**src/rtl/game_rom_params.svh**
```systemverilog
// ####################
// one 4096 word memory holds all three regions
// only the tile length depends on the game byte
// ####################
`ifndef GAME_ROM_PARAMS_SVH
`define GAME_ROM_PARAMS_SVH

`define GR_MEM_AW        12        // word address bits, 4096 words
`define GR_DL_AW         14        // download byte address bits

// region lengths in bytes
`define GR_CPU_LEN       2048
`define GR_TILE_LEN_DEF  2048      // game 0
`define GR_TILE_LEN_ALT  4096      // any other game
`define GR_PCM_LEN       2048

// word offsets in memory
`define GR_CPU_OFFS      12'h000
`define GR_TILE_OFFS     12'h400
`define GR_PCM_OFFS      12'hC00

`endif

```
**src/rtl/game_rom_pkg.sv**
```systemverilog
// ####################
// widths come from the params header
// ####################
`include "game_rom_params.svh"

package game_rom_pkg;

	typedef logic [`GR_MEM_AW-1:0] mem_addr_t;  // memory word address
	typedef logic [15:0]           mem_word_t;
	typedef logic [1:0]            byte_strb_t; // bit 1 is the high byte
	typedef logic [`GR_DL_AW-1:0]  dl_addr_t;   // download byte address
	typedef logic [7:0]            game_id_t;

	// where a download byte lands
	typedef enum logic [1:0] {
		REG_NONE,
		REG_CPU,
		REG_TILE,
		REG_PCM
	} region_e;

	typedef enum logic [1:0] {
		ARB_IDLE,
		ARB_SETUP,
		ARB_ACCESS
	} arb_state_e;

	typedef enum logic [1:0] {
		SLOT_IDLE,
		SLOT_REQ,
		SLOT_WAIT   // second word of a 32 bit read
	} slot_state_e;

endpackage

```
**src/rtl/rom_loader.sv**
```systemverilog
// ####################
// host must leave 5 idle cycles between bytes
// bytes are taken only while downloading is high
// ####################
`timescale 1ns/1ps
`include "game_rom_params.svh"

module rom_loader (
	input  logic                       CLK,
	input  logic                       rst_n,
	input  logic                       ioctl_wr,
	input  game_rom_pkg::dl_addr_t     ioctl_addr,
	input  logic [7:0]                 ioctl_dout,
	input  logic                       downloading,
	output logic                       dwnld_busy,
	output game_rom_pkg::game_id_t     game,
	output logic                       wr_req,
	output game_rom_pkg::mem_addr_t    wr_addr,
	output game_rom_pkg::mem_word_t    wr_data,
	output game_rom_pkg::byte_strb_t   wr_strb,
	input  logic                       wr_done
);
	localparam game_rom_pkg::dl_addr_t CPU_BASE = 1; // byte 0 is the game number

	game_rom_pkg::dl_addr_t  tile_len;
	game_rom_pkg::dl_addr_t  tile_base;
	game_rom_pkg::dl_addr_t  pcm_base;
	game_rom_pkg::dl_addr_t  rom_end;
	game_rom_pkg::dl_addr_t  rel;       // byte offset inside the region
	game_rom_pkg::mem_addr_t reg_offs;
	game_rom_pkg::region_e   region;
	logic                    take;

	// region bases follow the game byte
	assign tile_len  = (game == '0) ? game_rom_pkg::dl_addr_t'(`GR_TILE_LEN_DEF) :
		game_rom_pkg::dl_addr_t'(`GR_TILE_LEN_ALT);
	assign tile_base = CPU_BASE + game_rom_pkg::dl_addr_t'(`GR_CPU_LEN);
	assign pcm_base  = tile_base + tile_len;
	assign rom_end   = pcm_base + game_rom_pkg::dl_addr_t'(`GR_PCM_LEN);

	always_comb begin
		region   = game_rom_pkg::REG_NONE;
		rel      = '0;
		reg_offs = `GR_CPU_OFFS;
		if (ioctl_addr >= CPU_BASE && ioctl_addr < tile_base) begin
			region   = game_rom_pkg::REG_CPU;
			rel      = ioctl_addr - CPU_BASE;
			reg_offs = `GR_CPU_OFFS;
		end else if (ioctl_addr >= tile_base && ioctl_addr < pcm_base) begin
			region   = game_rom_pkg::REG_TILE;
			rel      = ioctl_addr - tile_base;
			reg_offs = `GR_TILE_OFFS;
		end else if (ioctl_addr >= pcm_base && ioctl_addr < rom_end) begin
			region   = game_rom_pkg::REG_PCM;
			rel      = ioctl_addr - pcm_base;
			reg_offs = `GR_PCM_OFFS;
		end
	end

	assign take = ioctl_wr && downloading && (region != game_rom_pkg::REG_NONE);
	assign dwnld_busy = downloading || wr_req;

	always_ff @(posedge CLK or negedge rst_n) begin
		if (!rst_n) begin
			game   <= '0;
			wr_req <= 1'b0;
		end else begin
			if (wr_done)
				wr_req <= 1'b0;
			// a new byte on the done edge wins
			if (ioctl_wr && downloading && ioctl_addr == '0)
				game <= ioctl_dout;
			if (take)
				wr_req <= 1'b1;
		end
	end

	always_ff @(posedge CLK) begin
		if (take) begin
			wr_addr <= reg_offs + game_rom_pkg::mem_addr_t'(rel[`GR_DL_AW-1:1]);
			wr_data <= {2{ioctl_dout}};
			wr_strb <= rel[0] ? 2'b01 : 2'b10; // even offset is the high byte
		end
	end

endmodule

```
**config.mk**
```make
export PLATFORM = sky130hd
export DESIGN_NAME = rom_loader
export DESIGN_NICKNAME = d
export VERILOG_FILES = /design/src/rtl/game_rom_pkg.sv /design/src/rtl/rom_loader.sv
export VERILOG_INCLUDE_DIRS = /design/src /design/src/rtl
export SDC_FILE = /design/constraint.sdc
export NUM_CORES = 1
export LEC_CHECK = 0
export ABC_CLOCK_PERIOD_IN_PS = 4820
export BUFFER_PORTS_ARGS = -buffer_cell sky130_fd_sc_hd__clkbuf_2
export CAP_MARGIN = 25
export CELL_PAD_IN_SITES_DETAIL_PLACEMENT = 1
export CELL_PAD_IN_SITES_GLOBAL_PLACEMENT = 2
export CORE_UTILIZATION = 30
export CTS_CLUSTER_DIAMETER = 80
export DETAILED_ROUTE_END_ITERATION = 8
export PLACE_DENSITY_LB_ADDON = 0.1
export SYNTH_ARGS = -nofsm -noshare
export SYNTH_HDL_FRONTEND = slang
export SYNTH_SLANG_ARGS = --single-unit
```
**constraint.sdc**
```tcl
create_clock -name CLK -period 4.82 [get_ports CLK]
set_input_delay 1.205 -clock CLK [delete_from_list [all_inputs] [get_ports CLK]]
set_output_delay 1.205 -clock CLK [all_outputs]
set_load 0.01 [all_outputs]
```
==> results summary <==
Buffers inserted to repair hold after CTS numbered 0. Global routing consumed, over all layers together, 14.3% of the routing resources. The largest buffer count on any clock path came out at 2.

The I/O pin count came out at 67. The clock tree from TritonCTS is yes. The highest achievable clock rate is 0.270 GHz. The initial antenna violation count is 0.

The number of nets in the layout came out at 238. The headroom to the max-slew limit is 44.6%. The number of remaining DRC errors is 0. The synthesized net count is 174. After Yosys synthesis, and, or, nand and nor cells account for 19.7% of the synthesized area.

The starting density of the core came out at 31.1%. Overall power consumption after layout is estimated at 641 uW. The port buffer count came out at 66. The total of endpoints with negative setup slack in the final report is 0.

The largest vdd supply drop is 0.102 mV. In the final layout, the share of cells above drive strength 1 is 49.3%. The shortest period the worst path allows is 3.71 ns.

The routed layout has 1340 vias. The worst setup path is of the input pin to flop kind. The max-capacitance violation count is 0. The setup TNS is 0 ns. The number of cells upsized or downsized after cts came out at 0. The power density normalized to cell area is 291 nW/um2. The insertion delay to the later sink of the worst-skew pair came out at 0.28 ns. The number of warnings issued by yosys came out at 0.

The synthesized design contains 22 enable-type register cells. The number of library cell types mapped by synthesis came out at 43. The area growth from synthesis to final layout came out at 27.6%. The clock power share came out at 40.5%.

Traced cell by cell, the critical path runs through clkbuf_2 -> inv_1 -> ha_1 -> nor3b_2 -> nand3_2 -> a41oi_2 -> a21oi_2 -> nor3_2 -> buf_4. The maximum net fanout on the critical path came out at 16. Sequential cells burn 47.0% of the power. Setup repair after global routing left no endpoint under its margin.

The analysis attributes to net switching a power of 144 uW. The area of the core region is 5540 um2. The mapped netlist covers 1730 um2. The worst setup path is captured at a flop. The average cell area after synthesis came out at 12.3 um2. In the synthesized netlist, mux cells make up 5.22% of the area. On the critical path, the stage with the largest delay is an instance of sky130_fd_sc_hd__nor3_2. The routed wirelength normalized by instance count is 14.6 um. The final setup skew came out at 0.00392 ns. The post-synthesis cell count is 140. Summing all flip-flop and latch instances after layout gives 886 um2. The peak per-stage delay on the critical path came out at 0.50 ns. The max-slew violation total from the final report came out at 0.

The overall die width is 77.8 um. The count of nets left with antenna violations once routing finished came out at 0. The critical path required time is 4.79 ns. The share of the clock period used by the worst path is 77.0%.

The via count of the first global-routing pass is 1316. The arrival time at the worst endpoint came out at 3.68 ns. The clock transition time at the flip-flop clock pins of the worst setup and hold paths came out at 0.06 ns.

The count of clock tree sinks is 31. The combinational fraction of design power came out at 12.5%. The library cell used most frequently in the layout, excluding fill and tap cells, is sky130_fd_sc_hd__clkbuf_2.

The die footprint is 6060 um2. The number of synthesized register bits is 31. The number of hold-slack violations in the final timing report came out at 0. The slew of the pin with the lowest slew margin is 0.830 ns. The global-route congestion overflow total came out at 0. The maximum number of pins on one net before global-route repair came out at 17. STA classifies the critical path startpoint as an input pin. The number of buffers created by CTS came out at 5. The leakage dissipation came out at 0.956 nW.

CTS placed an instance of sky130_fd_sc_hd__clkbuf_8 at the clock tree root. The global-route wire length before repair is 6470 um. The library cells used most frequently in the layout, excluding fill and tap cells, are 66 x sky130_fd_sc_hd__clkbuf_2, 22 x sky130_fd_sc_hd__edfxtp_1, 9 x sky130_fd_sc_hd__dfrtp_1. The layout filler cell count came out at 643.

The repair_antennas step left the layout with diodes totalling 0. After detailed routing, the number of vias per cell comes to 4.84. The placed wire-length estimate is 3280 um. The first-pass iteration count of the detailed router is 4. The sum of routed wire length over all layers came out at 4030 um. The core occupancy in the finished layout came out at 39.7%. The part of the Yosys area used for sequential elements came out at 51.3%. The flow ran to the end, and the final reports show no timing, DRC or antenna violations. The post-synthesis async set-or-reset flop share came out at 29.0%. The number of DRC violations after detailed-routing iteration 0 came out at 28. The area taken by multi-input logic gates is 743 um2. Routability-driven placement finished with a final weighted congestion of 0.851. The post-CTS repair timing setup buffer count came out at 0.

The total number of placement rows is 27. The fraction of the mapped netlist area in adder cells came out at 5.08%. After Yosys synthesis, XOR and XNOR cells account for 3.55% of the synthesized area. Measured along the y axis, the die boundary spans 77.8 um. The number of H-tree levels came out at 2. The most instantiated flip-flop cell in the synthesis netlist is sky130_fd_sc_hd__edfxtp_1. The internal portion of total power is 497 uW. The fraction of power spent switching nets came out at 22.5%. The compound-gate portion of the synthesized area is 9.21%.

The path class of the tightest hold or removal check is flop to flop. By area, the combinational part of the netlist is dominated by simple AND/OR/NAND/NOR gates.
-- power groups by stage --
stage               sequential [mW]  clock (mW)  combinational (mW)
finish                        0.301       0.260              0.0802
global route                  0.302       0.278              0.0887
CTS                           0.301       0.269              0.0816
detailed placement            0.307           0              0.0812
global placement              0.307           0              0.0815
floorplan                     0.311           0              0.0419
-- synth_stat cells, types with 2 or more instances --
cell                       instances  area, um2
sky130_fd_sc_hd__nand3_1           2       10.0
sky130_fd_sc_hd__dfrtp_1           9        225
sky130_fd_sc_hd__mux2_2            8       90.1
sky130_fd_sc_hd__inv_1             5       18.8
sky130_fd_sc_hd__nand2_1           8       30.0
sky130_fd_sc_hd__edfxtp_1         22        661
sky130_fd_sc_hd__o21ai_0           3       15.0
sky130_fd_sc_hd__nor3_1            5       25.0
sky130_fd_sc_hd__nor4_1            5       31.3
sky130_fd_sc_hd__or2_2             2       12.5
sky130_fd_sc_hd__nor2_1            8       30.0
sky130_fd_sc_hd__nor3_2            6       60.1
sky130_fd_sc_hd__ha_1              7       87.6
sky130_fd_sc_hd__nand4_1           3       18.8
sky130_fd_sc_hd__a21oi_1           2       10.0
sky130_fd_sc_hd__a211oi_1          3       22.5
sky130_fd_sc_hd__xnor2_1           7       61.3
sky130_fd_sc_hd__buf_4             9       67.6
sky130_fd_sc_hd__or3_1             2       12.5
-- per-stage QoR --
step	setup WS (ns)	cells	hold slack (ns)	area (um2)
floorplan	0.440	140	0.560	1730
global placement	0.883	269	0.523	2080
detailed placement	0.795	269	0.535	2080
CTS	1.08	277	0.550	2200
global route	0.802	277	0.569	2200
finish	1.11	277	0.541	2200
-- logic make-up (layout without fill, tap and decap cells) --
logic type,Yosys count,in the layout
AO/OA/AOI/OAI,20,20
XOR/XNOR,7,7
adder cells (fa/ha/maj),7,7
buffers and inverters,16,81
flip-flops,31,31
multiplexers,8,8
AND/OR/NAND/NOR,51,51
-- layer usage --
layer  wire length [um]  vias to the layer above  track usage, %
met5                  0                        -               0
met4                 67                        0            6.23
met3                208                        7            4.35
met2               1900                       37            22.5
met1               1860                      643            17.9
li1                   -                      653               -
-- flip-flops by register name, summed over array words and instances (netlist names) --
| register | cells |
|---|---|
| game | 8 |
| wr_strb | 2 |
| wr_req | 1 |
| wr_addr | 12 |
| wr_data | 8 |
-- worst paths after layout --
path	from	end	slack, ns	cells after the start
worst max-delay path	ioctl_addr[0]	wr_data[7]	1.11	9
worst min-delay path	game[6]	game[6]	0.54	1
worst max register to register	game[5]	wr_addr[11]	1.47	10
worst min register to register	game[6]	game[6]	0.54	1
max in group asynchronous	rst_n	game[5]	3.85	1
min in group asynchronous	rst_n	game[1]	0.78	1
-- final cells by class --
type	instances	share of cell area [%]
Sequential cell	31	40.3
Multi-Input combinational cell	93	33.8
Timing Repair Buffer	68	15.7
Tap cell	72	4.09
Clock buffer	6	3.75
Clock inverter	2	1.59
Inverter	5	0.853
-- worst max-delay path: cells and delay by family --
kind                       cells  cell delay [ns]
and+or+nand+nor                3             1.20
AOI/OAI and AO/OA              2             0.55
adders and majority gates      1             0.17
buffers and inverters          3             0.54
Power figures use the tool's default switching activity.
