### src/rtl/game_rom_params.svh
// ####################
// one 4096 word memory holds all three regions
// only the tile length depends on the game byte
// ####################
`ifndef GAME_ROM_PARAMS_SVH
`define GAME_ROM_PARAMS_SVH

`define GR_MEM_AW        12        // word address bits, 4096 words
`define GR_DL_AW         14        // download byte address bits

// region lengths in bytes
`define GR_CPU_LEN       2048
`define GR_TILE_LEN_DEF  2048      // game 0
`define GR_TILE_LEN_ALT  4096      // any other game
`define GR_PCM_LEN       2048

// word offsets in memory
`define GR_CPU_OFFS      12'h000
`define GR_TILE_OFFS     12'h400
`define GR_PCM_OFFS      12'hC00

`endif

### src/rtl/game_rom_pkg.sv
// ####################
// widths come from the params header
// ####################
`include "game_rom_params.svh"

package game_rom_pkg;

	typedef logic [`GR_MEM_AW-1:0] mem_addr_t;  // memory word address
	typedef logic [15:0]           mem_word_t;
	typedef logic [1:0]            byte_strb_t; // bit 1 is the high byte
	typedef logic [`GR_DL_AW-1:0]  dl_addr_t;   // download byte address
	typedef logic [7:0]            game_id_t;

	// where a download byte lands
	typedef enum logic [1:0] {
		REG_NONE,
		REG_CPU,
		REG_TILE,
		REG_PCM
	} region_e;

	typedef enum logic [1:0] {
		ARB_IDLE,
		ARB_SETUP,
		ARB_ACCESS
	} arb_state_e;

	typedef enum logic [1:0] {
		SLOT_IDLE,
		SLOT_REQ,
		SLOT_WAIT   // second word of a 32 bit read
	} slot_state_e;

endpackage

### src/rtl/rom_slot.sv
// ####################
// client holds cs and addr until ok
// cache is dropped when a download starts
// ####################
`timescale 1ns/1ps
`include "game_rom_params.svh"

module rom_slot #(
	parameter int DW = 16,
	localparam int AW = (DW == 32) ? `GR_MEM_AW - 1 :
		(DW == 8) ? `GR_MEM_AW + 1 : `GR_MEM_AW
) (
	input  logic                    CLK,
	input  logic                    rst_n,
	input  logic                    downloading,
	input  logic                    cs,
	input  logic [AW-1:0]           addr,
	output logic                    ok,
	output logic [DW-1:0]           dout,
	output logic                    rd_req,
	output game_rom_pkg::mem_addr_t rd_addr,
	input  logic                    rd_done,
	input  game_rom_pkg::mem_word_t rd_data
);
	// region picked from the port width
	localparam game_rom_pkg::mem_addr_t OFFS = (DW == 32) ? `GR_TILE_OFFS :
		(DW == 8) ? `GR_PCM_OFFS : `GR_CPU_OFFS;

	game_rom_pkg::slot_state_e state;
	game_rom_pkg::mem_addr_t   word_off;
	logic [AW-1:0]             tag;
	logic [DW-1:0]             data;
	logic [DW-1:0]             fill_data;
	logic                      valid;
	logic                      ok_r;
	logic                      dl_q;
	logic                      hit;
	logic                      last_done;

	assign hit       = valid && (addr == tag);
	assign last_done = rd_done && (DW != 32 || state == game_rom_pkg::SLOT_WAIT);

	// first request goes out in the cs cycle itself
	assign rd_req  = (state != game_rom_pkg::SLOT_IDLE) || (cs && !hit);
	assign rd_addr = OFFS + word_off;

	assign ok   = ok_r && cs && hit;
	assign dout = data;

	generate
		if (DW == 32) begin : g_w32
			game_rom_pkg::mem_word_t hi_r;  // first word is the high half

			always_ff @(posedge CLK) begin
				if (rd_done && state == game_rom_pkg::SLOT_REQ)
					hi_r <= rd_data;
			end
			assign word_off  = {addr, state == game_rom_pkg::SLOT_WAIT};
			assign fill_data = {hi_r, rd_data};
		end else if (DW == 8) begin : g_w8
			assign word_off  = game_rom_pkg::mem_addr_t'(addr[AW-1:1]);
			assign fill_data = addr[0] ? rd_data[7:0] : rd_data[15:8];
		end else begin : g_w16
			assign word_off  = addr;
			assign fill_data = rd_data;
		end
	endgenerate

	always_ff @(posedge CLK or negedge rst_n) begin
		if (!rst_n) begin
			state <= game_rom_pkg::SLOT_IDLE;
			valid <= 1'b0;
			ok_r  <= 1'b0;
			dl_q  <= 1'b0;
		end else begin
			dl_q <= downloading;
			ok_r <= cs && hit;
			case (state)
				game_rom_pkg::SLOT_IDLE:
					if (cs && !hit)
						state <= game_rom_pkg::SLOT_REQ;
				game_rom_pkg::SLOT_REQ:
					if (rd_done)
						state <= (DW == 32) ? game_rom_pkg::SLOT_WAIT : game_rom_pkg::SLOT_IDLE;
				game_rom_pkg::SLOT_WAIT:
					if (rd_done)
						state <= game_rom_pkg::SLOT_IDLE;
				default: state <= game_rom_pkg::SLOT_IDLE;
			endcase
			if (last_done) begin
				valid <= 1'b1;
				ok_r  <= 1'b1;  // fill answers right away
			end
			if (downloading && !dl_q)
				valid <= 1'b0;  // new image coming
		end
	end

	always_ff @(posedge CLK) begin
		if (last_done) begin
			tag  <= addr;
			data <= fill_data;
		end
	end

endmodule

### config.mk
export PLATFORM = sky130hd
export DESIGN_NAME = rom_slot
export DESIGN_NICKNAME = d
export VERILOG_FILES = /design/src/rtl/game_rom_pkg.sv /design/src/rtl/rom_slot.sv
export VERILOG_INCLUDE_DIRS = /design/src /design/src/rtl
export SDC_FILE = /design/constraint.sdc
export NUM_CORES = 1
export LEC_CHECK = 0
export ABC_CLOCK_PERIOD_IN_PS = 1300
export BUFFER_PORTS_ARGS = -buffer_cell sky130_fd_sc_hd__clkbuf_2
export CORE_ASPECT_RATIO = 2
export CORE_MARGIN = 4
export CORE_UTILIZATION = 39
export CTS_CLUSTER_DIAMETER = 120
export DETAILED_ROUTE_END_ITERATION = 8
export HOLD_SLACK_MARGIN = 0.06
export PLACE_DENSITY = 0.73
export SYNTH_ARGS = -nofsm -noshare
export SYNTH_HDL_FRONTEND = slang
export SYNTH_SLANG_ARGS = --single-unit
### constraint.sdc
create_clock -name CLK -period 1.3 [get_ports CLK]
set_clock_uncertainty 0.05 [all_clocks]
set_input_delay 0.065 -clock CLK [delete_from_list [all_inputs] [get_ports CLK]]
set_output_delay 0.065 -clock CLK [all_outputs]
set_load 0.05 [all_outputs]
==> reports/results.ini, run 1 <==
[global_route]
grt_pass1_vias = 968
antenna_found_initial = 0
overflow = 0
grt_pass1_wl_mm = 4.24
grt_util_all_layers = 0.152
grt_max_degree = 21

[timing]
max-slew-margin-rel = 0.795
final_hold_viol_count = 0
fin_crit_sh = 1.38
clock.fmax_mhz = 559
worst_pin_slew_ns = 0.307
drv_slew = 0
rsz0062_at_grt = yes
setup_viol = 4
layout_setup_ws_ns = -0.488
fin_crit_ns = 1.79

[floorplanning]
die_area_um2 = 4150
row_count = 28
ioPinCount = 63
start_util = 0.411
core_area_um2 = 2980
fp.dieH_um = 87.2
die_width_um = 47.6

[finish]
multiInputGateArea_um2 = 223
diodes = 0
synthToLayoutAreaGrowth_pct = 65.2
drive_gt1_frac = 0.494
layout_commonest_cell = clkbuf_2
layout_common_cells = clkbuf_2 (60), dlygate4sd3_1 (31), edfxtp_1 (28)
final_net_count = 201
nFillCells = 227
finalInstanceArea_um2 = 2020
ff_latch_area_um2 = 941

[place]
place_congestion = 0.636
post-place-ws_ns = -0.234
dp_hpwl_mm = 1.96
placed_area_um2 = 1590
numPortBuffers = 62

[cts]
cts_tree = done
clk_pin_slew_ns = 0.06
clkSinkCount = 32
clock-root-buffer = clkbuf_8
cts_made_buffers = 5
htreeDepth = 2
clockBufferDepth = 2
worst_skew_pair.late_latency_ns = 0.27

[synth]
ys_ff_latch = 32
ys_seq_area_frac = 0.770
synth-main-ff-cell = edfxtp_1
syn_inst = 70
synthesis.nets = 103
synth_compound_area_frac = 0.0235
synth-async-reset-ratio = 0.125
synthAdderAreaFrac = 0
synth_mux_area_frac = 0
netlist_area_um2 = 1220
synthXorXnorAreaFrac = 0.0860
synth_edf_count = 28
ys_types = 16
ys_warn_count = 0
synth_area_per_cell_um2 = 17.5
synth_top_family_by_area = XOR/XNOR gates
synth-simple-area-share = 0.0409

[job]
maxCapViolCount = 0

[worst_setup_path]
worstPathRequired_ns = 1.19
path_class = reg -> out
crit_arrival_ns = 1.67
start_kind = register
worst-path-max-fanout = 3
end_kind = output port

[power_and_ir_drop]
p_clk_frac = 0.274
p_leak_nw = 0.884
switching_share = 0.280
pwr-share-comb = 0.224
internal_power_mw = 1.78
p_seq_frac = 0.502
powerDensity_nw_per_um2 = 1230
p_sw_mw = 0.693
ir_drop_uv = 1260

[routing]
vias = 919
routedWlPerCell_um = 14.0
ant_nets = 0
routed_wl_mm = 2.77
drcViolationCount = 0
dr.pass1.iters = 3
via_per_inst = 4.64
drtIter0Drc = 7

[status]
violations = setup timing
outcome = finished, violations left

[hold_path]
hp-class = in -> async

metrics by stage:
step / std cells / setup TNS (ns) / power, mW / utilization / hold slack (ns)
3_5_place_dp: 159 / -0.668 / 1.72 / 0.535 / -0.173
6_report: 198 / -1.18 / 2.47 / 0.678 / 0.0797
4_1_cts: 197 / -1.27 / 2.49 / 0.672 / -0.0413
3_3_place_gp: 159 / -0.546 / 1.71 / 0.535 / -0.180
2_1_floorplan: 70 / -0.159 / 1.58 / - / -0.281
5_1_grt: 198 / -1.66 / 2.57 / 0.678 / 0.0847
Yosys cell counts, drive strengths merged, types with 2 or more instances:
master | instances | share of area
dfrtp | 4 | 0.082
nand4 | 2 | 0.010
inv | 2 | 0.0061
xnor2 | 12 | 0.086
buf | 12 | 0.074
edfxtp | 28 | 0.69
per-layer routing:
layer  up-vias  track usage  routed length, µm  share of wire
met2        35        0.274               1650           0.60
met3         6       0.0435                188          0.068
met1       441        0.145                862           0.31
li1        437            -                  -              -
met5         -            0                  0              0
met4         0       0.0735                 64          0.023
flip-flops by register name, indices dropped and copies added, names as in the netlist:
signal	flops
dl_q	1
state	1
tag	12
valid	1
ok_r	1
dout	16
final cells by class:
cell class                 instances  share of cell area
sequential                        32               0.466
timing repair buffer             103               0.363
multi-input combinational         24               0.110
clock buffer                       6              0.0359
tap                               30              0.0186
inverter                           2             0.00372
clock inverter                     1             0.00248
path summary, 6_finish.rpt:
kind | cells after the start | from | endpoint | slack, ns
setup / recovery | 6 | tag[6] | rd_req | -0.49
hold / removal | 2 | rst_n | state[0] | 0.08
setup reg to reg | 5 | tag[6] | ok_r | -0.11
hold reg to reg | 2 | dl_q | valid | 0.45
max in group asynchronous | 2 | rst_n | dl_q | 0.99
min in group CLK | 1 | rd_done | tag[1] | 0.18
power groups by stage:
stage / sequential, mW / combinational (mW) / clock, mW
floorplan: 1.40 / 0.177 / 0
global placement: 1.25 / 0.455 / 0
detailed placement: 1.26 / 0.463 / 0
CTS: 1.24 / 0.547 / 0.701
global route: 1.25 / 0.584 / 0.741
finish: 1.24 / 0.554 / 0.679
repair_timing:
item / CTS / global route
pin swaps: 9 / 5
endpoints found under the hold margin: 35 / 1
buffers inserted: 1 / 0
gates resized for setup: 4 / 2
hold buffers: 30 / 1
endpoints found under the setup margin: 4 / 4
critical path: stages, from the launching register on:
cell	delay (ns)
edfxtp_1	0.38
xnor2_1	0.16
nand4_1	0.17
nor4_4	0.30
buf_4	0.18
o21bai_4	0.06
buf_8	0.15
cells by family after synthesis:
kind of cell | Yosys count
and+or+nand+nor | 8
DFF | 32
buffers and inverters | 14
xor gates and xnor gates | 12
AOI/OAI and AO/OA | 4
Power figures use the tool's default switching activity.
==> run 2, diff against run 1 <==
--- a/config.mk
+++ b/config.mk
@@ -6,15 +6,17 @@
 export SDC_FILE = /design/constraint.sdc
 export NUM_CORES = 1
 export LEC_CHECK = 0
+export ABC_AREA = 1
 export ABC_CLOCK_PERIOD_IN_PS = 1300
 export BUFFER_PORTS_ARGS = -buffer_cell sky130_fd_sc_hd__clkbuf_2
 export CORE_ASPECT_RATIO = 2
 export CORE_MARGIN = 4
-export CORE_UTILIZATION = 39
+export CORE_UTILIZATION = 41
 export CTS_CLUSTER_DIAMETER = 120
 export DETAILED_ROUTE_END_ITERATION = 8
 export HOLD_SLACK_MARGIN = 0.06
-export PLACE_DENSITY = 0.73
+export PLACE_DENSITY = 0.75
+export SKIP_CTS_REPAIR_TIMING = 1
 export SYNTH_ARGS = -nofsm -noshare
 export SYNTH_HDL_FRONTEND = slang
 export SYNTH_SLANG_ARGS = --single-unit
==> run 2 against run 1 <==
Compared with the run above: the flow still finishes with violations (setup timing); wire length increased by 14%; count of clock-buffer cells in the layout decreased by 1; register-to-register slack improved by 0.04 ns; clock power increased by 2%; die area increased by 3.8%; non-clock buffer count decreased by 7; area after synthesis increased by 9.7%; power about the same; sequential share of layout area decreased by 0.71 points; first-iteration DRC count increased by 14%; cell area increased by 1.5%; critical path type unchanged; critical endpoint unchanged.
==> reports/results.ini, run 2 <==
[cts]
htreeDepth = 2
clk_pin_slew_ns = 0.06
clockBufferDepth = 2
cts_tree = done
clkSinkCount = 32
cts_made_buffers = 5
clock-root-buffer = clkbuf_8
worst_skew_pair.late_latency_ns = 0.27

[place]
place_congestion = 0.699
placed_area_um2 = 1640
post-place-ws_ns = -0.143
place_inst = 202
numPortBuffers = 62
dp_hpwl_mm = 2.03

[synth]
ys_warn_count = 0
synth_area_per_cell_um2 = 11.3
synth_edf_count = 28
ys_ff_latch = 32
synth-main-ff-cell = edfxtp_1
yosysTopAreaCellShare = 0.627
syn_inst = 119
synthMostInstantiatedCell = nand2_1
synth-async-reset-ratio = 0.125
synth_area_leader_cell = edfxtp_1
synthesis.nets = 152
yosys-top-cells-count = nand2_1 (32), edfxtp_1 (28), inv_1 (20)
ys_seq_area_frac = 0.701
synth_area_leaders = edfxtp_1 (63%), nand2_1 (9.0%), dfrtp_1 (7.5%), buf_4 (6.7%), inv_1 (5.6%)
netlist_area_um2 = 1340
ys_types = 14

[global_route]
grt_max_degree = 23
grt_pass1_vias = 1035
overflow = 0
grt_pass1_wl_mm = 4.11
antenna_found_initial = 0
grt_util_all_layers = 0.124

[worst_setup_path]
r2r-end = state[0]
timing.reg2reg.setup_slack_ns = -0.07
worst-path-max-fanout = 3
path_class = reg -> out
ff2ff_path_depth = 9
end_kind = output port
crit_arrival_ns = 1.52
crit_path_start = tag[6]
worstPathRequired_ns = 1.19
r2r_start = tag[6]
start_kind = register

[finish]
final_util = 0.650
finalInstanceArea_um2 = 2050
layout_commonest_cell = clkbuf_2
layout_common_cells = clkbuf_2 (60), nand2_1 (32), dlygate4sd3_1 (32)
nFillCells = 231
drive_gt1_frac = 0.360
synthToLayoutAreaGrowth_pct = 52.9
diodes = 0
fin_cells = 242
final_net_count = 243
largest_reg_flops = 16

[floorplanning]
core_area_um2 = 3160
fp.dieH_um = 88.9
row_count = 29
die_width_um = 48.4
ioPinCount = 63
die_area_um2 = 4310
start_util = 0.425

[timing]
clock.fmax_mhz = 611
max-slew-margin-rel = 0.808
setup_viol = 3
final_hold_viol_count = 0
fin_crit_ns = 1.64
holdWs_ns = 0.0852
tns_ns = -0.713
rsz0062_at_grt = yes
drv_slew = 0
worst_pin_slew_ns = 0.289
fin_crit_sh = 1.26
layout_setup_ws_ns = -0.337

[power_and_ir_drop]
p_total_mw = 2.47
ir_drop_uv = 1110
p_leak_nw = 1.01
powerDensity_nw_per_um2 = 1210

[hold_path]
hp-class = in -> async

[routing]
routedWlPerCell_um = 13.0
vias = 1080
ant_nets = 0
drtIter0Drc = 8
via_per_inst = 4.46
dr.pass1.iters = 4
drcViolationCount = 0
routed_wl_mm = 3.15

[status]
violations = setup timing
outcome = finished, violations left

[job]
maxCapViolCount = 0

## run 2: worst max-delay path by stage
stage	slack (ns)	depth (start not counted)	to
after floorplan	-0.02	6	rd_req
after global placement	-0.08	8	ok
after detailed placement	-0.14	8	ok
after CTS	-0.44	8	ok
after global routing	-0.44	9	rd_req
final	-0.34	9	rd_req
## run 2: report_power, final
group	internal, mW	total [mW]	leakage (nW)	switching (mW)
logic	0.182	0.543	0.647	0.361
registers	1.21	1.24	0.320	0.0301
clock network	0.362	0.691	0.0453	0.329
total	1.75	2.47	1.01	0.721
## run 2: per-layer routing
layer / wire [µm] / GRT usage / vias to the layer above / share of wire
met5: 0 / 0 / - / 0
met4: 44 / 0.0529 / 0 / 0.014
met3: 221 / 0.0455 / 6 / 0.070
met2: 1810 / 0.245 / 42 / 0.58
met1: 1070 / 0.105 / 493 / 0.34
li1: - / - / 539 / -
## run 2: logic make-up after synthesis
group	synth area share
xor gates and xnor gates	0.00653
buffers and inverters	0.123
and+or+nand+nor	0.161
DFF	0.701
AOI/OAI and AO/OA	0.00746
## run 2: worst max-delay path: stages, from the launching register on
cell	delay (ns)
edfxtp_1	0.39
nor2_1	0.12
nor2_1	0.06
nor2_1	0.12
nand2_1	0.08
nor2_2	0.11
nand2_2	0.10
nand2_1	0.07
nand2_1	0.06
buf_6	0.15
## run 2: cell type report
type                    instances  area (µm²)  area share
flip-flops and latches         32         941       0.459
clock buffers                   5        68.8      0.0336
clock inverters                 3        13.8     0.00671
well taps                      31        38.8      0.0189
inverters                      20        75.1      0.0366
repair buffers                 96         671       0.327
multi-input cells              55         243       0.118
