===== src/rtl/game_rom_params.svh =====
// ####################
// one 4096 word memory holds all three regions
// only the tile length depends on the game byte
// ####################
`ifndef GAME_ROM_PARAMS_SVH
`define GAME_ROM_PARAMS_SVH

`define GR_MEM_AW        12        // word address bits, 4096 words
`define GR_DL_AW         14        // download byte address bits

// region lengths in bytes
`define GR_CPU_LEN       2048
`define GR_TILE_LEN_DEF  2048      // game 0
`define GR_TILE_LEN_ALT  4096      // any other game
`define GR_PCM_LEN       2048

// word offsets in memory
`define GR_CPU_OFFS      12'h000
`define GR_TILE_OFFS     12'h400
`define GR_PCM_OFFS      12'hC00

`endif


===== src/rtl/game_rom_pkg.sv =====
// ####################
// widths come from the params header
// ####################
`include "game_rom_params.svh"

package game_rom_pkg;

	typedef logic [`GR_MEM_AW-1:0] mem_addr_t;  // memory word address
	typedef logic [15:0]           mem_word_t;
	typedef logic [1:0]            byte_strb_t; // bit 1 is the high byte
	typedef logic [`GR_DL_AW-1:0]  dl_addr_t;   // download byte address
	typedef logic [7:0]            game_id_t;

	// where a download byte lands
	typedef enum logic [1:0] {
		REG_NONE,
		REG_CPU,
		REG_TILE,
		REG_PCM
	} region_e;

	typedef enum logic [1:0] {
		ARB_IDLE,
		ARB_SETUP,
		ARB_ACCESS
	} arb_state_e;

	typedef enum logic [1:0] {
		SLOT_IDLE,
		SLOT_REQ,
		SLOT_WAIT   // second word of a 32 bit read
	} slot_state_e;

endpackage


===== src/rtl/rom_arbiter.sv =====
// ####################
// loader always wins, slots rotate
// one APB transfer at a time, 3 cycles each
// ####################
`timescale 1ns/1ps

module rom_arbiter (
	input  logic                     CLK,
	input  logic                     rst_n,
	input  logic                     wr_req,
	input  game_rom_pkg::mem_addr_t  wr_addr,
	input  game_rom_pkg::mem_word_t  wr_data,
	input  game_rom_pkg::byte_strb_t wr_strb,
	output logic                     wr_done,
	input  logic                     cpu_rd_req,
	input  game_rom_pkg::mem_addr_t  cpu_rd_addr,
	output logic                     cpu_rd_done,
	input  logic                     gfx_rd_req,
	input  game_rom_pkg::mem_addr_t  gfx_rd_addr,
	output logic                     gfx_rd_done,
	input  logic                     pcm_rd_req,
	input  game_rom_pkg::mem_addr_t  pcm_rd_addr,
	output logic                     pcm_rd_done,
	output game_rom_pkg::mem_word_t  rd_data,
	output logic                     psel,
	output logic                     penable,
	output logic                     pwrite,
	output game_rom_pkg::mem_addr_t  paddr,
	output game_rom_pkg::mem_word_t  pwdata,
	output game_rom_pkg::byte_strb_t pstrb,
	input  game_rom_pkg::mem_word_t  prdata,
	input  logic                     pready
);
	game_rom_pkg::arb_state_e state;
	game_rom_pkg::mem_addr_t  nxt_addr;
	game_rom_pkg::byte_strb_t nxt_strb;
	logic [3:0]               gnt_r;    // bit 3 loader, then pcm gfx cpu
	logic [3:0]               nxt_gnt;
	logic [1:0]               last_r;   // last slot granted
	logic [2:0]               rd_req;
	logic [2:0]               cand;
	logic                     ld_cand;
	logic                     xfer_done;
	logic                     launch;

	assign rd_req    = {pcm_rd_req, gfx_rd_req, cpu_rd_req};
	assign xfer_done = (state == game_rom_pkg::ARB_ACCESS) && pready;

	// the finishing client still shows its old request, skip it
	assign cand    = rd_req & ~(xfer_done ? gnt_r[2:0] : 3'b000);
	assign ld_cand = wr_req && !(xfer_done && gnt_r[3]);

	always_comb begin
		int k;
		k       = 0;
		nxt_gnt = '0;
		if (ld_cand) begin
			nxt_gnt[3] = 1'b1;
		end else begin
			for (int i = 1; i <= 3; i++) begin
				k = (int'(last_r) + i) % 3;
				if (nxt_gnt[2:0] == 3'b000 && cand[k])
					nxt_gnt[k] = 1'b1;
			end
		end
	end

	always_comb begin
		nxt_addr = cpu_rd_addr;
		nxt_strb = '0;          // no strobes on reads
		if (nxt_gnt[3]) begin
			nxt_addr = wr_addr;
			nxt_strb = wr_strb;
		end else if (nxt_gnt[1]) begin
			nxt_addr = gfx_rd_addr;
		end else if (nxt_gnt[2]) begin
			nxt_addr = pcm_rd_addr;
		end
	end

	// start from idle or chain straight off a finishing transfer
	assign launch = (state == game_rom_pkg::ARB_IDLE || xfer_done) && (nxt_gnt != '0);

	always_ff @(posedge CLK or negedge rst_n) begin
		if (!rst_n) begin
			state  <= game_rom_pkg::ARB_IDLE;
			gnt_r  <= '0;
			last_r <= 2'd2;     // cpu goes first
			pwrite <= 1'b0;
			pstrb  <= '0;
		end else begin
			case (state)
				game_rom_pkg::ARB_IDLE:
					if (launch)
						state <= game_rom_pkg::ARB_SETUP;
				game_rom_pkg::ARB_SETUP:
					state <= game_rom_pkg::ARB_ACCESS;
				game_rom_pkg::ARB_ACCESS:
					if (pready)
						state <= launch ? game_rom_pkg::ARB_SETUP : game_rom_pkg::ARB_IDLE;
				default: state <= game_rom_pkg::ARB_IDLE;
			endcase
			if (launch) begin
				gnt_r  <= nxt_gnt;
				pwrite <= nxt_gnt[3];
				pstrb  <= nxt_strb;
				if (!nxt_gnt[3])
					last_r <= nxt_gnt[1] ? 2'd1 : (nxt_gnt[2] ? 2'd2 : 2'd0);
			end
		end
	end

	always_ff @(posedge CLK) begin
		if (launch) begin
			paddr  <= nxt_addr;
			pwdata <= wr_data;
		end
	end

	assign psel    = (state != game_rom_pkg::ARB_IDLE);
	assign penable = (state == game_rom_pkg::ARB_ACCESS);

	assign wr_done     = xfer_done && gnt_r[3];
	assign cpu_rd_done = xfer_done && gnt_r[0];
	assign gfx_rd_done = xfer_done && gnt_r[1];
	assign pcm_rd_done = xfer_done && gnt_r[2];
	assign rd_data     = prdata;  // valid with the done pulse

endmodule


===== config.mk =====
export PLATFORM = sky130hd
export DESIGN_NAME = rom_arbiter
export DESIGN_NICKNAME = d
export VERILOG_FILES = /design/src/rtl/game_rom_pkg.sv /design/src/rtl/rom_arbiter.sv
export VERILOG_INCLUDE_DIRS = /design/src /design/src/rtl
export SDC_FILE = /design/constraint.sdc
export NUM_CORES = 1
export LEC_CHECK = 0
export ABC_AREA = 0
export BUFFER_PORTS_ARGS = -buffer_cell sky130_fd_sc_hd__buf_2
export CAP_MARGIN = 20
export CORE_UTILIZATION = 43
export DETAILED_ROUTE_END_ITERATION = 10
export PLACE_DENSITY = 0.9
export SKIP_LAST_GASP = 1
export SYNTH_ARGS = -nofsm -noshare
export SYNTH_HDL_FRONTEND = slang
export SYNTH_SLANG_ARGS = --single-unit

===== constraint.sdc =====
create_clock -name CLK -period 3.4 [get_ports CLK]
set_clock_uncertainty 0.1 [all_clocks]
set_input_delay 0.34 -clock CLK [delete_from_list [all_inputs] [get_ports CLK]]
set_output_delay 0.34 -clock CLK [all_outputs]
set_load 0.05 [all_outputs]

==> flow_summary.html <==
<table>
<tr><th>Metric</th><th>Value</th></tr>
<tr><th colspan="2">Detailed routing</th></tr>
<tr><td>Total via count after detailed routing</td><td>1962</td></tr>
<tr><td>Antenna violation net count after detailed routing</td><td>0</td></tr>
<tr><td>First drt pass iteration count</td><td>5</td></tr>
<tr><td>DRC violation count after routing</td><td>0</td></tr>
<tr><td>Detailed-route wire length per cell</td><td>15.69 um</td></tr>
<tr><td>Total wire length after detailed routing</td><td>5.945 mm</td></tr>
<tr><td>Drt initial violations</td><td>143</td></tr>
<tr><td>Per-cell via count in the routed design</td><td>5.177</td></tr>
<tr><th colspan="2">Status</th></tr>
<tr><td>Status</td><td>completed</td></tr>
<tr><th colspan="2">STA</th></tr>
<tr><td>Slew at the pin with the worst max-slew slack</td><td>0.5858 ns</td></tr>
<tr><td>Sum Neg Setup Slack</td><td>0 ns</td></tr>
<tr><td>Headroom to the max-slew limit</td><td>60.95%</td></tr>
<tr><td>Final Cycle Share</td><td>90.28%</td></tr>
<tr><td>RSZ-0062 raised after global routing</td><td>false</td></tr>
<tr><td>Final hold viol count</td><td>0</td></tr>
<tr><td>Number of pins exceeding their max-slew limit in the final report</td><td>0</td></tr>
<tr><td>Fmax</td><td>325.8 MHz</td></tr>
<tr><td>Min cycle time layout</td><td>3.069 ns</td></tr>
<tr><td>Setup violations, final</td><td>0</td></tr>
<tr><th colspan="2">GRT</th></tr>
<tr><td>Pin count of the biggest net entering global routing</td><td>29</td></tr>
<tr><td>Overall track demand over capacity in global routing</td><td>19.93%</td></tr>
<tr><td>Initial antenna violation count</td><td>0</td></tr>
<tr><td>Global-route wire length before repair</td><td>8.369 mm</td></tr>
<tr><td>Total global routing overflow</td><td>0</td></tr>
<tr><td>Vias in the first global route</td><td>1787</td></tr>
<tr><th colspan="2">Power</th></tr>
<tr><td>Power density over the cells</td><td>1085 nW/um^2</td></tr>
<tr><td>Proportion of power drawn by combinational gates</td><td>58.2%</td></tr>
<tr><td>IR drop worst, VDD</td><td>535.7 uV</td></tr>
<tr><td>Leakage component of the power</td><td>1.464 nW</td></tr>
<tr><td>Switching power</td><td>1.614 mW</td></tr>
<tr><td>Share of total power in the clock network</td><td>14.0%</td></tr>
<tr><td>P_int</td><td>1.620 mW</td></tr>
<tr><td>Switching share of total power</td><td>49.90%</td></tr>
<tr><td>Sequential fraction of design power</td><td>27.8%</td></tr>
<tr><td>Pwr Total</td><td>3.234 mW</td></tr>
<tr><th colspan="2">Die</th></tr>
<tr><td>Die area</td><td>5702 um^2</td></tr>
<tr><td>Y dimension of the die</td><td>75.51 um</td></tr>
<tr><td>Std-Cell Rows</td><td>26</td></tr>
<tr><td>Core area</td><td>5140 um^2</td></tr>
<tr><td>Io pins</td><td>142</td></tr>
<tr><td>Starting Density</td><td>45.20%</td></tr>
<tr><td>Die boundary width</td><td>75.51 um</td></tr>
<tr><th colspan="2">Synthesis</th></tr>
<tr><td>Ys flop type</td><td>sky130_fd_sc_hd__edfxtp_1</td></tr>
<tr><td>Synthesized Nets</td><td>303</td></tr>
<tr><td>Yosys top cell area share</td><td>36.19%</td></tr>
<tr><td>Post-synthesis instance total</td><td>209</td></tr>
<tr><td>Number of register bits inferred by synthesis</td><td>38</td></tr>
<tr><td>Yosys warning count</td><td>0</td></tr>
<tr><td>Count of unique library cells instantiated by Yosys</td><td>49</td></tr>
<tr><td>Cell type with the largest total area after synthesis</td><td>sky130_fd_sc_hd__edfxtp_1</td></tr>
<tr><td>Ys async rst share</td><td>26.32%</td></tr>
<tr><td>Mean Syn Cell Area</td><td>11.12 um^2</td></tr>
<tr><td>Cell area after synthesis</td><td>2323 um^2</td></tr>
<tr><td>Sequential element share of the synthesized area</td><td>47.01%</td></tr>
<tr><td>Number of enable-type register cells in the synthesized netlist</td><td>28</td></tr>
<tr><td>Leading cell types by total area after synthesis</td><td>sky130_fd_sc_hd__edfxtp_1 (36%), sky130_fd_sc_hd__dfrtp_1 (9.7%), sky130_fd_sc_hd__a221oi_2 (6.5%), sky130_fd_sc_hd__buf_4 (5.5%), sky130_fd_sc_hd__o2bb2ai_1 (5.3%)</td></tr>
<tr><th colspan="2">Final layout</th></tr>
<tr><td>Share of layout cells above drive strength 1</td><td>47.90%</td></tr>
<tr><td>Area of the multi-input gates</td><td>942.2 um^2</td></tr>
<tr><td>Highest-count cells in the layout ignoring fill and taps</td><td>sky130_fd_sc_hd__buf_2 (109), sky130_fd_sc_hd__inv_1 (32), sky130_fd_sc_hd__edfxtp_1 (28), sky130_fd_sc_hd__nor2_1 (19), sky130_fd_sc_hd__o2bb2ai_1 (14)</td></tr>
<tr><td>Area Growth Syn to Fin</td><td>28.27%</td></tr>
<tr><td>FILL cells</td><td>457</td></tr>
<tr><td>Commonest non-fill, non-tap cell in the layout</td><td>sky130_fd_sc_hd__buf_2</td></tr>
<tr><td>Final net count</td><td>402</td></tr>
<tr><td>Area occupied by registers</td><td>1092 um^2</td></tr>
<tr><td>Ant. Diodes</td><td>0</td></tr>
<tr><th colspan="2">CTS</th></tr>
<tr><td>Worst-path clk slew</td><td>0.08 ns</td></tr>
<tr><td>Root buffer cell</td><td>sky130_fd_sc_hd__clkbuf_8</td></tr>
<tr><td>Number of buffers inserted during clock tree synthesis</td><td>5</td></tr>
<tr><td>H-tree depth</td><td>2</td></tr>
<tr><td>Max Buffers Root-to-Sink</td><td>2</td></tr>
<tr><td>Clock latency of the later-clocked register in the worst-skew pair</td><td>0.29 ns</td></tr>
<tr><td>Number of instances resized during post-cts repair</td><td>0</td></tr>
<tr><td>CTS tree</td><td>built</td></tr>
<tr><td>Count of clock tree sinks</td><td>38</td></tr>
<tr><th colspan="2">Setup path</th></tr>
<tr><td>Critical path start-end classification</td><td>flip-flop to flip-flop</td></tr>
<tr><td>CP Max Fanout</td><td>28</td></tr>
<tr><td>Required arrival time at the worst endpoint</td><td>3.32 ns</td></tr>
<tr><td>Endpoint kind of the worst setup timing path</td><td>flip-flop</td></tr>
<tr><td>Signal arrival time at the worst endpoint</td><td>2.99 ns</td></tr>
<tr><td>Worst setup SP type</td><td>flip-flop</td></tr>
<tr><th colspan="2">Run</th></tr>
<tr><td>Maximum capacitance violations</td><td>0</td></tr>
<tr><th colspan="2">Placement</th></tr>
<tr><td>Routability congestion estimate</td><td>0.9650</td></tr>
<tr><td>Port Buffer Count</td><td>109</td></tr>
<tr><td>HPWL after detailed placement</td><td>4.623 mm</td></tr>
<tr><th colspan="2">Min path</th></tr>
<tr><td>Hold Path Class</td><td>primary input to flip-flop</td></tr>
</table>
[synth_stat cells, drive strengths merged, types with 2 or more instances]
| cell type | n |
|---|---|
| inv | 33 |
| edfxtp | 28 |
| nor2 | 20 |
| buf | 19 |
| o2bb2ai | 14 |
| a221oi | 12 |
| dfrtp | 9 |
| a21oi | 7 |
| ha | 5 |
| o21ai | 5 |
| a21o | 4 |
| a22o | 4 |
| clkbuf | 4 |
| nand2 | 4 |
| nand2b | 4 |
| nand4b | 4 |
| nand3 | 3 |
| nor2b | 3 |
| o21a | 3 |
| o221ai | 3 |
| and3 | 2 |
| o221a | 2 |
| o32ai | 2 |
[metrics by stage]
stage	utilization [%]	cells	area [um^2]	setup slack (ns)	hold slack, ns
6_report	57.98	379	2980	0.3305	0.1201
4_1_cts	57.98	379	2980	0.3305	0.1152
2_1_floorplan	-	209	2326	0.08370	-0.05559
3_3_place_gp	55.21	370	2838	0.4224	0.1160
3_5_place_dp	55.21	370	2838	0.3529	0.1217
5_1_grt	57.98	379	2980	0.09161	0.1125
[layout make-up]
| class | count | share of cell area (%) |
|---|---|---|
| sequential | 38 | 36.65 |
| multi-input combinational | 114 | 31.61 |
| timing repair buffer | 115 | 19.90 |
| inverter | 34 | 4.450 |
| tap | 70 | 2.939 |
| clock buffer | 5 | 2.309 |
| clock inverter | 3 | 2.141 |
[sequential cells by signal, summed over array words and instances (netlist names)]
register  cells
pwrite        1
paddr        12
gnt_r         3
pwdata       16
last_r        2
pstrb         2
state         2
[cells by family (layout without fill, tap and decap cells)]
family / count (synthesis) / after routing / share of synthesized area [%]
compound gates: 63 / 63 / 25.63
fa+ha+maj: 5 / 5 / 2.693
buf+inv: 57 / 157 / 12.55
flops: 38 / 38 / 47.01
simple gates: 46 / 46 / 12.12
[power by group through the flow]
stage / Combinational (mW) / Clock [mW] / Sequential, mW
6_report: 1.88 / 0.452 / 0.900
5_1_grt: 2.00 / 0.471 / 0.931
4_1_cts: 1.88 / 0.455 / 0.902
3_5_place_dp: 1.88 / 0 / 0.908
3_3_place_gp: 1.85 / 0 / 0.894
2_1_floorplan: 0.900 / 0 / 1.51
[worst max-delay path: stages, from the launching register on]
cell	delay, ns
sky130_fd_sc_hd__dfstp_2	0.57
sky130_fd_sc_hd__inv_1	0.08
sky130_fd_sc_hd__ha_1	0.30
sky130_fd_sc_hd__nand2b_1	0.20
sky130_fd_sc_hd__o221ai_1	0.23
sky130_fd_sc_hd__o21ai_2	0.13
sky130_fd_sc_hd__o21a_1	0.14
sky130_fd_sc_hd__a211o_1	0.36
sky130_fd_sc_hd__o31ai_4	0.33
sky130_fd_sc_hd__inv_1	0.07
sky130_fd_sc_hd__buf_4	0.25
[worst paths after layout]
kind,end,cells past startpoint,slack (ns),startpoint
worst max-delay path,paddr[9],10,0.33,last_r[1]
worst min-delay path,pwdata[2],1,0.12,wr_data[2]
worst max register to register,paddr[9],10,0.33,last_r[1]
worst min register to register,pstrb[0],1,0.42,pstrb[0]
max in group asynchronous,last_r[1],2,2.60,rst_n
min in group asynchronous,gnt_r[1],2,0.34,rst_n
[layer usage]
metal / track usage, % / share of wire (%) / vias up
met3: 4.762 / 6.7 / 12
met4: 9.465 / 1.7 / 0
li1: - / - / 948
met1: 23.69 / 40 / 917
met2: 34.03 / 51 / 85
met5: 0 / 0 / -
[what timing repair did]
| action | in CTS | in global routing |
|---|---|---|
| hold endpoints to repair | 9 | 0 |
| buffers inserted | 0 | 0 |
| hold buffers | 1 | 0 |
Note: power is estimated with default switching activity, not from simulation.
